<file path="src/source/fpu_sqrt_pkg.sv">
// Shared sizes, encodings and payload types for the SIMD floating-point square-root unit
package fpu_sqrt_pkg;

    // Lane group and processing-element layout
    localparam int num_lanes = 4;
    localparam int num_pes   = 2;
    localparam int num_beats = num_lanes / num_pes;
    localparam int beat_bits = (num_beats > 1) ? $clog2(num_beats) : 1;

    // Processing-element pipeline depth, first and last stages included
    localparam int latency_fsqrt = 8;
    localparam int sqrt_stages   = latency_fsqrt - 2;

    // Root bits: 24 significand bits, a guard bit and one more for the sticky
    localparam int root_bits = 26;

    localparam int tag_width = 6;

    // Rounding modes
    localparam int frm_bits = 3;
    localparam logic [frm_bits-1:0] frm_rne = 3'd0;
    localparam logic [frm_bits-1:0] frm_rtz = 3'd1;
    localparam logic [frm_bits-1:0] frm_rdn = 3'd2;
    localparam logic [frm_bits-1:0] frm_rup = 3'd3;
    localparam logic [frm_bits-1:0] frm_rmm = 3'd4;

    localparam int flags_bits = 5;

    localparam logic [31:0] canonical_nan = 32'h7FC0_0000;
    localparam logic [31:0] pos_inf       = 32'h7F80_0000;

    // Exception flags, high bit first
    typedef struct packed {
        logic nv;
        logic dz;
        logic of;
        logic uf;
        logic nx;
    } fflags_t;

    typedef struct packed {
        logic [31:0]         data;
        logic [frm_bits-1:0] frm;
    } pe_req_t;

    typedef struct packed {
        logic [31:0] data;
        fflags_t     flags;
    } pe_rsp_t;

endpackage

</file>
<file path="src/source/elastic_buffer.sv">
// Two-entry valid/ready buffer with a registered ready toward the sender
`timescale 1ns/10ps

module elastic_buffer #(
    parameter type payload_t = logic [31:0]
) (
    input  logic     clk,
    input  logic     rst,
    input  logic     valid_in,
    output logic     ready_in,
    input  payload_t data_in,
    output logic     valid_out,
    input  logic     ready_out,
    output payload_t data_out
);

    // The skid entry catches the one beat that arrives while the output stalls
    logic     skid_valid;
    payload_t skid_data;

    assign ready_in = ~skid_valid;

    always_ff @(posedge clk) begin
        if (rst) begin
            valid_out  <= 1'b0;
            skid_valid <= 1'b0;
        end else if (!skid_valid) begin
            if (!valid_out || ready_out) begin
                valid_out <= valid_in;
            end else if (valid_in) begin
                skid_valid <= 1'b1;
            end
        end else if (ready_out) begin
            // Skid entry drains into the output register, input reopens next cycle
            valid_out  <= 1'b1;
            skid_valid <= 1'b0;
        end
    end

    always_ff @(posedge clk) begin
        if (!skid_valid) begin
            if (!valid_out || ready_out) begin
                data_out <= data_in;
            end else begin
                skid_data <= data_in;
            end
        end else if (ready_out) begin
            data_out <= skid_data;
        end
    end

endmodule

</file>
<file path="src/source/fpu_sqrt.sv">
// SIMD single-precision square-root unit that time-shares lanes over pipelined PEs
`timescale 1ns/10ps

module fpu_sqrt (
    input  logic                                               clk,
    input  logic                                               rst,
    input  logic                                               valid_in,
    output logic                                               ready_in,
    input  logic [fpu_sqrt_pkg::num_lanes-1:0]                 mask_in,
    input  logic [fpu_sqrt_pkg::tag_width-1:0]                 tag_in,
    input  logic [fpu_sqrt_pkg::frm_bits-1:0]                  frm,
    input  logic [fpu_sqrt_pkg::num_lanes-1:0][31:0]           dataa,
    output logic [fpu_sqrt_pkg::num_lanes-1:0][31:0]           result,
    output logic [fpu_sqrt_pkg::flags_bits-1:0]                fflags,
    output logic [fpu_sqrt_pkg::tag_width-1:0]                 tag_out,
    output logic                                               valid_out,
    input  logic                                               ready_out
);

    fpu_sqrt_pkg::pe_req_t [fpu_sqrt_pkg::num_lanes-1:0] lane_req;
    fpu_sqrt_pkg::pe_rsp_t [fpu_sqrt_pkg::num_lanes-1:0] lane_rsp;
    fpu_sqrt_pkg::pe_req_t [fpu_sqrt_pkg::num_pes-1:0]   pe_req;
    fpu_sqrt_pkg::pe_rsp_t [fpu_sqrt_pkg::num_pes-1:0]   pe_rsp;

    logic                                  pe_enable;
    logic [fpu_sqrt_pkg::num_lanes-1:0]    mask_out;
    fpu_sqrt_pkg::fflags_t                 merged_flags;

    // The rounding mode rides with every lane so each PE stage sees its own copy
    for (genvar i = 0; i < fpu_sqrt_pkg::num_lanes; i++) begin : g_lane_req
        assign lane_req[i].data = dataa[i];
        assign lane_req[i].frm  = frm;
    end

    pe_serializer #(
        .TAG_W (fpu_sqrt_pkg::num_lanes + fpu_sqrt_pkg::tag_width)
    ) u_serializer (
        .clk         (clk),
        .rst         (rst),
        .valid_in    (valid_in),
        .ready_in    (ready_in),
        .data_in     (lane_req),
        .tag_in      ({mask_in, tag_in}),
        .pe_enable   (pe_enable),
        .pe_data_out (pe_req),
        .pe_data_in  (pe_rsp),
        .valid_out   (valid_out),
        .ready_out   (ready_out),
        .data_out    (lane_rsp),
        .tag_out     ({mask_out, tag_out})
    );

    for (genvar i = 0; i < fpu_sqrt_pkg::num_pes; i++) begin : g_pe
        fsqrt_pe u_pe (
            .clk    (clk),
            .rst    (rst),
            .enable (pe_enable),
            .req    (pe_req[i]),
            .rsp    (pe_rsp[i])
        );
    end

    for (genvar i = 0; i < fpu_sqrt_pkg::num_lanes; i++) begin : g_result
        assign result[i] = lane_rsp[i].data;
    end

    // Only lanes that were active in the request contribute flags
    always_comb begin
        merged_flags = '0;
        for (int i = 0; i < fpu_sqrt_pkg::num_lanes; i++) begin
            if (mask_out[i]) begin
                merged_flags = merged_flags | lane_rsp[i].flags;
            end
        end
    end

    assign fflags = merged_flags;

endmodule

</file>
<file path="src/source/fsqrt_pe.sv">
// Pipelined single-precision square root with rounding and exception flags
`timescale 1ns/10ps

module fsqrt_pe (
    input  logic                  clk,
    input  logic                  rst,
    input  logic                  enable,
    input  fpu_sqrt_pkg::pe_req_t req,
    output fpu_sqrt_pkg::pe_rsp_t rsp
);

    typedef struct packed {
        logic [fpu_sqrt_pkg::frm_bits-1:0]     frm;
        logic                                  special;
        logic [31:0]                           special_val;
        logic                                  special_nv;
        logic [7:0]                            exp;
        logic [2*fpu_sqrt_pkg::root_bits-1:0]  rad;
        logic [fpu_sqrt_pkg::root_bits+1:0]    rem;
        logic [fpu_sqrt_pkg::root_bits-1:0]    root;
    } stage_t;

    // Decode the operand and set up the radicand with an even exponent
    function automatic stage_t classify(input fpu_sqrt_pkg::pe_req_t r);
        stage_t      s;
        logic [7:0]  e;
        logic [22:0] f;
        logic [8:0]  exp_sum;
        logic [24:0] m_adj;
        e = r.data[30:23];
        f = r.data[22:0];
        s = '0;
        s.frm = r.frm;
        // Halved biased exponent, rounding down for odd unbiased exponents
        exp_sum = {1'b0, e} + 9'd126 + {8'd0, e[0]};
        s.exp = exp_sum[8:1];
        m_adj = e[0] ? {2'b01, f} : {1'b1, f, 1'b0};
        s.rad = {m_adj, {(2*fpu_sqrt_pkg::root_bits-25){1'b0}}};
        if (e == 8'hFF && f != '0) begin
            s.special     = 1'b1;
            s.special_val = fpu_sqrt_pkg::canonical_nan;
            s.special_nv  = ~f[22];
        end else if (e == 8'h00) begin
            // Zero, and subnormals flushed to zero of the same sign
            s.special     = 1'b1;
            s.special_val = {r.data[31], 31'd0};
        end else if (r.data[31]) begin
            s.special     = 1'b1;
            s.special_val = fpu_sqrt_pkg::canonical_nan;
            s.special_nv  = 1'b1;
        end else if (e == 8'hFF) begin
            s.special     = 1'b1;
            s.special_val = fpu_sqrt_pkg::pos_inf;
        end
        return s;
    endfunction

    // One restoring step: bring down two radicand bits and try 4q+1
    function automatic stage_t root_step(input stage_t s_in);
        stage_t                             s;
        logic [fpu_sqrt_pkg::root_bits+1:0] shifted;
        logic [fpu_sqrt_pkg::root_bits+1:0] trial;
        s = s_in;
        shifted = {s.rem[fpu_sqrt_pkg::root_bits-1:0], s.rad[2*fpu_sqrt_pkg::root_bits-1 -: 2]};
        trial = {s.root, 2'b01};
        if (shifted >= trial) begin
            s.rem  = shifted - trial;
            s.root = {s.root[fpu_sqrt_pkg::root_bits-2:0], 1'b1};
        end else begin
            s.rem  = shifted;
            s.root = {s.root[fpu_sqrt_pkg::root_bits-2:0], 1'b0};
        end
        s.rad = s.rad << 2;
        return s;
    endfunction

    // Root bits produced by a middle stage, the early stages take the remainder
    function automatic int root_steps(input int stage);
        return fpu_sqrt_pkg::root_bits / fpu_sqrt_pkg::sqrt_stages
            + ((stage <= fpu_sqrt_pkg::root_bits % fpu_sqrt_pkg::sqrt_stages) ? 1 : 0);
    endfunction

    function automatic fpu_sqrt_pkg::pe_rsp_t round_result(input stage_t s);
        fpu_sqrt_pkg::pe_rsp_t r;
        logic [23:0]           mant;
        logic                  guard;
        logic                  sticky;
        logic                  inexact;
        logic                  round_up;
        logic [24:0]           mant_r;
        logic [7:0]            exp_r;
        mant = s.root[fpu_sqrt_pkg::root_bits-1 -: 24];
        guard = s.root[fpu_sqrt_pkg::root_bits-25];
        sticky = (|s.root[fpu_sqrt_pkg::root_bits-26:0]) | (|s.rem);
        inexact = guard | sticky;
        // The root is positive here, so RDN truncates and RUP rounds away
        case (s.frm)
            fpu_sqrt_pkg::frm_rtz, fpu_sqrt_pkg::frm_rdn: round_up = 1'b0;
            fpu_sqrt_pkg::frm_rup: round_up = inexact;
            fpu_sqrt_pkg::frm_rmm: round_up = guard;
            default: round_up = guard & (sticky | mant[0]);
        endcase
        mant_r = {1'b0, mant} + {24'd0, round_up};
        exp_r = s.exp + {7'd0, mant_r[24]};
        r = '0;
        if (s.special) begin
            r.data     = s.special_val;
            r.flags.nv = s.special_nv;
        end else begin
            r.data     = {1'b0, exp_r, mant_r[22:0]};
            r.flags.nx = inexact;
        end
        return r;
    endfunction

    stage_t pipe [0:fpu_sqrt_pkg::sqrt_stages];
    stage_t nxt  [1:fpu_sqrt_pkg::sqrt_stages];

    always_comb begin
        for (int k = 1; k <= fpu_sqrt_pkg::sqrt_stages; k++) begin
            nxt[k] = pipe[k-1];
            for (int j = 0; j < root_steps(k); j++) begin
                nxt[k] = root_step(nxt[k]);
            end
        end
    end

    always_ff @(posedge clk) begin
        if (enable) begin
            pipe[0] <= classify(req);
            for (int k = 1; k <= fpu_sqrt_pkg::sqrt_stages; k++) begin
                pipe[k] <= nxt[k];
            end
        end
    end

    always_ff @(posedge clk) begin
        if (rst) begin
            rsp <= '0;
        end else if (enable) begin
            rsp <= round_result(pipe[fpu_sqrt_pkg::sqrt_stages]);
        end
    end

endmodule

</file>
<file path="src/source/pe_serializer.sv">
// Issues a lane vector over the processing elements in beats and regathers the results
`timescale 1ns/10ps

module pe_serializer #(
    parameter int TAG_W = 1
) (
    input  logic                                                 clk,
    input  logic                                                 rst,
    input  logic                                                 valid_in,
    output logic                                                 ready_in,
    input  fpu_sqrt_pkg::pe_req_t [fpu_sqrt_pkg::num_lanes-1:0]  data_in,
    input  logic [TAG_W-1:0]                                     tag_in,
    output logic                                                 pe_enable,
    output fpu_sqrt_pkg::pe_req_t [fpu_sqrt_pkg::num_pes-1:0]    pe_data_out,
    input  fpu_sqrt_pkg::pe_rsp_t [fpu_sqrt_pkg::num_pes-1:0]    pe_data_in,
    output logic                                                 valid_out,
    input  logic                                                 ready_out,
    output fpu_sqrt_pkg::pe_rsp_t [fpu_sqrt_pkg::num_lanes-1:0]  data_out,
    output logic [TAG_W-1:0]                                     tag_out
);

    typedef struct packed {
        fpu_sqrt_pkg::pe_rsp_t [fpu_sqrt_pkg::num_lanes-1:0] data;
        logic [TAG_W-1:0]                                    tag;
    } out_t;

    logic [fpu_sqrt_pkg::beat_bits-1:0] beat_idx;
    logic [fpu_sqrt_pkg::beat_bits-1:0] exit_idx;
    logic                               beat_last;

    logic [TAG_W+1:0] pipe_word;
    logic             pipe_valid;
    logic             pipe_last;
    logic [TAG_W-1:0] pipe_tag;

    fpu_sqrt_pkg::pe_rsp_t [fpu_sqrt_pkg::num_lanes-1:0] hold;
    fpu_sqrt_pkg::pe_rsp_t [fpu_sqrt_pkg::num_lanes-1:0] merged;

    logic buf_ready;
    out_t buf_in;
    out_t buf_out;

    assign beat_last = (beat_idx == fpu_sqrt_pkg::beat_bits'(fpu_sqrt_pkg::num_beats - 1));

    // Stall only when a finished vector cannot be handed to the output buffer
    assign pe_enable = ~(pipe_valid & pipe_last & ~buf_ready);
    assign ready_in  = pe_enable & beat_last;

    always_ff @(posedge clk) begin
        if (rst) begin
            beat_idx <= '0;
        end else if (pe_enable && valid_in) begin
            beat_idx <= beat_last ? '0 : beat_idx + 1'b1;
        end
    end

    for (genvar i = 0; i < fpu_sqrt_pkg::num_pes; i++) begin : g_issue
        assign pe_data_out[i] = data_in[int'(beat_idx) * fpu_sqrt_pkg::num_pes + i];
    end

    shift_register #(
        .WIDTH (TAG_W + 2),
        .DEPTH (fpu_sqrt_pkg::latency_fsqrt)
    ) u_track (
        .clk      (clk),
        .rst      (rst),
        .enable   (pe_enable),
        .data_in  ({valid_in, beat_last, tag_in}),
        .data_out (pipe_word)
    );

    assign pipe_valid = pipe_word[TAG_W+1];
    assign pipe_last  = pipe_word[TAG_W];
    assign pipe_tag   = pipe_word[TAG_W-1:0];

    // Beats leave the pipeline in issue order, so a counter gives their lane group
    always_ff @(posedge clk) begin
        if (rst) begin
            exit_idx <= '0;
        end else if (pe_enable && pipe_valid) begin
            exit_idx <= pipe_last ? '0 : exit_idx + 1'b1;
        end
    end

    always_comb begin
        merged = hold;
        for (int i = 0; i < fpu_sqrt_pkg::num_pes; i++) begin
            merged[int'(exit_idx) * fpu_sqrt_pkg::num_pes + i] = pe_data_in[i];
        end
    end

    always_ff @(posedge clk) begin
        if (pe_enable && pipe_valid) begin
            hold <= merged;
        end
    end

    assign buf_in.data = merged;
    assign buf_in.tag  = pipe_tag;

    elastic_buffer #(
        .payload_t (out_t)
    ) u_out_buf (
        .clk       (clk),
        .rst       (rst),
        .valid_in  (pipe_valid & pipe_last),
        .ready_in  (buf_ready),
        .data_in   (buf_in),
        .valid_out (valid_out),
        .ready_out (ready_out),
        .data_out  (buf_out)
    );

    assign data_out = buf_out.data;
    assign tag_out  = buf_out.tag;

endmodule

</file>
<file path="src/source/shift_register.sv">
// Enable-gated delay line that tracks side information next to a stalled pipeline
`timescale 1ns/10ps

module shift_register #(
    parameter int WIDTH = 1,
    parameter int DEPTH = 1
) (
    input  logic             clk,
    input  logic             rst,
    input  logic             enable,
    input  logic [WIDTH-1:0] data_in,
    output logic [WIDTH-1:0] data_out
);

    logic [WIDTH-1:0] stages [DEPTH];

    // Every stage is cleared so no stale valid bit can reach the output
    always_ff @(posedge clk) begin
        if (rst) begin
            for (int k = 0; k < DEPTH; k++) begin
                stages[k] <= '0;
            end
        end else if (enable) begin
            stages[0] <= data_in;
            for (int k = 1; k < DEPTH; k++) begin
                stages[k] <= stages[k-1];
            end
        end
    end

    assign data_out = stages[DEPTH-1];

endmodule

</file>
<file path="config.mk">
export PLATFORM = sky130hd
export DESIGN_NAME = fpu_sqrt
export DESIGN_NICKNAME = d
export VERILOG_FILES = /design/src/source/fpu_sqrt_pkg.sv /design/src/source/elastic_buffer.sv /design/src/source/fpu_sqrt.sv /design/src/source/fsqrt_pe.sv /design/src/source/pe_serializer.sv /design/src/source/shift_register.sv
export SDC_FILE = /design/constraint.sdc
export NUM_CORES = 2
export LEC_CHECK = 0
export BUFFER_PORTS_ARGS = -buffer_cell sky130_fd_sc_hd__buf_2
export CAP_MARGIN = 0
export CORE_UTILIZATION = 69
export DETAILED_ROUTE_END_ITERATION = 12
export GPL_TIMING_DRIVEN = 0
export PLACE_DENSITY = 0.84
export SKIP_LAST_GASP = 1
export SLEW_MARGIN = 10
export SYNTH_ARGS = -nofsm -noshare
export SYNTH_HDL_FRONTEND = slang
export SYNTH_SLANG_ARGS = --single-unit
export TNS_END_PERCENT = 1
</file>
<file path="constraint.sdc">
create_clock -name clk -period 41.8 [get_ports clk]
set_clock_uncertainty 0.05 [all_clocks]
set_input_delay 4.18 -clock clk [delete_from_list [all_inputs] [get_ports clk]]
set_output_delay 4.18 -clock clk [all_outputs]
set_load 0.01 [all_outputs]
</file>
==> flow_metrics.tcl <==
set metrics [dict create \
    synth_edf_count 1351 \
    clockPowerShare 0.154 \
    syn_inst 10310 \
    cp_common_cell "a21oi_1" \
    async_flop_share 0 \
    cts_setup_buffers 0 \
    period_share 0.4604 \
    areaGrowthSynthToFinish_pct 9.586 \
    fill_cells 9373 \
    status "finished clean" \
    r2r_end "g_pe[0].u_pe.pipe[5][41]$_DFFE_PN_" \
    critPathTopFamily "compound AO/OA/AOI/OAI gates" \
    seqPwrFrac 0.237 \
    synth_area_sq_um 101300 \
    dr.pass1.iters 7 \
    cts.sinks 1423 \
    syn_avg_cell_area_sq_um 9.834 \
    io_pins 286 \
    power_switching_mw 4.080 \
    post_cts_resize_count 0 \
    critPathArrivalTime_ps 19800 \
    endpoint_kind "flip-flop" \
    drc 0 \
    die_h_microns 385.2 \
    cts_max_path_buffers 3 \
    cts_hold_buf 0 \
    rsz0062_at_grt "false" \
    grt_use_total 0.3815 \
    grt_max_degree 108 \
    final_cell_area_sq_um 111100 \
    critPathLaunch "g_pe[0].u_pe.pipe[4][27]$_DFFE_PN_" \
    worst_ep_required_time_ps 42360 \
    grt_pass1_vias 81860 \
    holdWs_ps 327.8 \
    leakagePower_nw 45.77 \
    clock.fmax_mhz 51.96 \
    ys_types 129 \
    routed-via-count 84740 \
    drive_gt1_frac 0.1180 \
    dp_hpwl_microns 211000 \
    rows 140 \
    seq_area_sq_um 42010 \
    critical_path.max_stage_delay_ps 800 \
    yosys_warnings 0 \
    die_area_sq_um 148400 \
    maxSlewViolCount 0 \
    h-tree-depth 4 \
    drtIter0Drc 8674 \
    relSlewSlack 0.1000 \
    grt.overflow.total 0 \
    cts-buffers-inserted 145 \
    insertion_delay_ps 860 \
    yosys.area.top_type_share 0.4003 \
    critPathCapture "g_pe[0].u_pe.pipe[5][41]$_DFFE_PN_" \
    rrSetupSlack_ps 22560 \
    cts_tree "yes" \
    avgRoutedWirePerCell_microns 22.68 \
    grt_pass1_wl_microns 448300 \
    core_sq_um 145700 \
    clock_tree.root_cell "clkbuf_16" \
    powerDensity_nw_per_um2 80.74 \
    place_area_sq_um 105900 \
    instances_no_fill 12810 \
    finalSetupViolCount 0 \
    crit_type "flip-flop to flip-flop" \
    worstMarginPinSlew_ps 1333 \
    initial_core_util 0.6953 \
    wl_microns 290600 \
    die_w_microns 385.2 \
    finalHoldViolations 0 \
    synth-seq-cells 1423 \
    antenna_found_initial 7 \
    crit_fanout 12 \
    portBuffers 282 \
    gp_congestion 0.9731 \
    layout_min_cycle_time_ps 19240 \
    p_int_mw 4.887 \
    clk_pin_slew_ps 60 \
    reg2reg_from "g_pe[0].u_pe.pipe[4][27]$_DFFE_PN_" \
    via_per_inst 6.614 \
    path_depth 75 \
    swShare 0.4550 \
    postRouteAntennaNets 0 \
    multi_input_area_sq_um 55320 \
    seq_area_frac_synth 0.4145 \
    worstSetupStartpointType "flip-flop" \
    path_buf_inv 16 \
    synth_top_area_cell "edfxtp_1" \
    ir_drop_uv 73.12 \
    ff2ff_path_depth 75 \
    p_comb_frac 0.609 \
    hp-class "flip-flop to flip-flop" \
    drv_cap 0 \
    fin_tns_setup_ps 0 \
    dp_cells 12540 \
    ys.flop_type "edfxtp_1" \
    slowest_stage "a2111oi_0" \
    fin_nets 11630 \
    netlist_top_cells_area "edfxtp_1, ha_1, xnor2_1" \
]
-- logic make-up after synthesis --
logic type      Yosys count  share of synthesized area
mux                     521                    0.05655
compound gates         2620                     0.1658
fa+ha+maj               721                    0.08988
buf+inv                 933                    0.03999
flops                  1423                     0.4145
simple gates           3254                     0.1611
other cells               1                 0.00003700
xor+xnor                832                    0.07205
-- state kept, by name, summed over array words and instances, names as in the netlist --
| signal | flops |
|---|---|
| u_serializer.u_track.stages | 96 |
| u_serializer.hold | 148 |
| u_serializer.u_out_buf.skid_valid | 1 |
| g_pe.u_pe.rsp | 68 |
| u_serializer.beat_idx | 1 |
| g_pe.u_pe.pipe | 791 |
| u_serializer.u_out_buf.skid_data | 158 |
| u_serializer.u_out_buf.valid_out | 1 |
| u_serializer.u_out_buf.data_out | 158 |
| u_serializer.exit_idx | 1 |
-- stage by stage --
stage	setup slack, ps	util	total power [mW]
final	22560	0.7620	8.967
after global routing	21430	0.7620	9.492
after CTS	23120	0.7619	8.821
after detailed placement	23240	0.7268	7.344
after global placement	6907	0.7216	7.157
after floorplan	13440	-	6.129
-- layout make-up --
cell class,count,area share
multi-input combinational,7954,0.4982
sequential,1423,0.3783
clock buffer,181,0.03490
tap,1917,0.02160
timing repair buffer,311,0.01922
buffer,419,0.01913
inverter,514,0.01749
clock inverter,88,0.01111
antenna,5,0.0001127
-- layout by cell type (no fill, tap or decap), types with 28 or more instances in the layout --
master	netlist	final
a21oi_1	830	830
or4_1	41	41
nand3b_1	34	34
nor4_1	108	107
buf_4	134	134
o2111ai_1	35	35
buf_2	17	299
buf_1	28	28
a211oi_1	111	111
nand4_1	72	72
o21bai_1	117	116
edfxtp_1	1351	1351
or2_2	79	79
o211ai_1	78	78
and3_1	106	106
xor2_1	290	290
clkbuf_16	0	147
and2_1	160	160
clkbuf_1	236	262
mux2_2	401	401
o21a_1	106	106
o21ai_0	526	526
nand3_1	235	235
xnor2_1	540	540
nor3b_1	30	30
dfxtp_1	72	72
nor2_1	842	841
a21o_1	234	234
o31ai_1	87	87
and4_1	35	35
ha_1	708	708
nor2b_1	179	179
or3_1	81	81
nand2b_1	107	107
nand2_1	810	810
mux2i_1	109	109
nor3_1	216	216
inv_1	501	499
a31oi_1	88	88
-- power by group through the flow --
stage | registers [mW] | clock network [mW] | logic (mW)
6_report | 2.12 | 1.38 | 5.46
5_1_grt | 2.14 | 1.44 | 5.91
4_1_cts | 2.12 | 1.39 | 5.32
3_5_place_dp | 2.14 | 0 | 5.21
3_3_place_gp | 2.12 | 0 | 5.03
2_1_floorplan | 2.06 | 0 | 4.07
-- Yosys cell counts, drive strengths merged (43+ instances only) --
cell / number
a211oi: 116
a21o: 234
a21oi: 832
a31oi: 89
and2: 164
and3: 106
buf: 182
clkbuf: 237
dfxtp: 72
edfxtp: 1351
ha: 708
inv: 505
mux2: 412
mux2i: 109
nand2: 812
nand2b: 107
nand3: 236
nand4: 73
nor2: 843
nor2b: 179
nor3: 221
nor4: 114
o211ai: 79
o21a: 106
o21ai: 543
o21bai: 117
o31ai: 87
or2: 83
or3: 82
or4: 43
xnor2: 542
xor2: 290
-- per-layer routing --
layer  global-route usage  part of all wire  vias to the layer above
met5                    0           0.00015                        -
met3              0.05746             0.080                      978
li1                     -                 -                    39040
met2               0.6497              0.48                     4503
met1               0.4687              0.39                    40210
met4               0.1978             0.056                        6
-- how the worst min path moves through the flow --
stage	start	to	slack, ps	cells after the start
CTS	g_pe[1].u_pe.pipe[2][105]$_DFFE_PN_	g_pe[1].u_pe.pipe[3][105]$_DFFE_PN_	320	0
floorplan	g_pe[0].u_pe.pipe[0][100]$_DFFE_PN_	g_pe[0].u_pe.pipe[1][100]$_DFFE_PN_	350	0
global placement	g_pe[1].u_pe.pipe[0][102]$_DFFE_PN_	g_pe[1].u_pe.pipe[1][102]$_DFFE_PN_	350	0
detailed placement	g_pe[0].u_pe.pipe[0][101]$_DFFE_PN_	g_pe[0].u_pe.pipe[1][101]$_DFFE_PN_	350	0
finish	g_pe[1].u_pe.pipe[2][105]$_DFFE_PN_	g_pe[1].u_pe.pipe[3][105]$_DFFE_PN_	330	0
global route	g_pe[1].u_pe.pipe[2][105]$_DFFE_PN_	g_pe[1].u_pe.pipe[3][105]$_DFFE_PN_	330	0
Note: power is estimated with default switching activity, not from simulation.
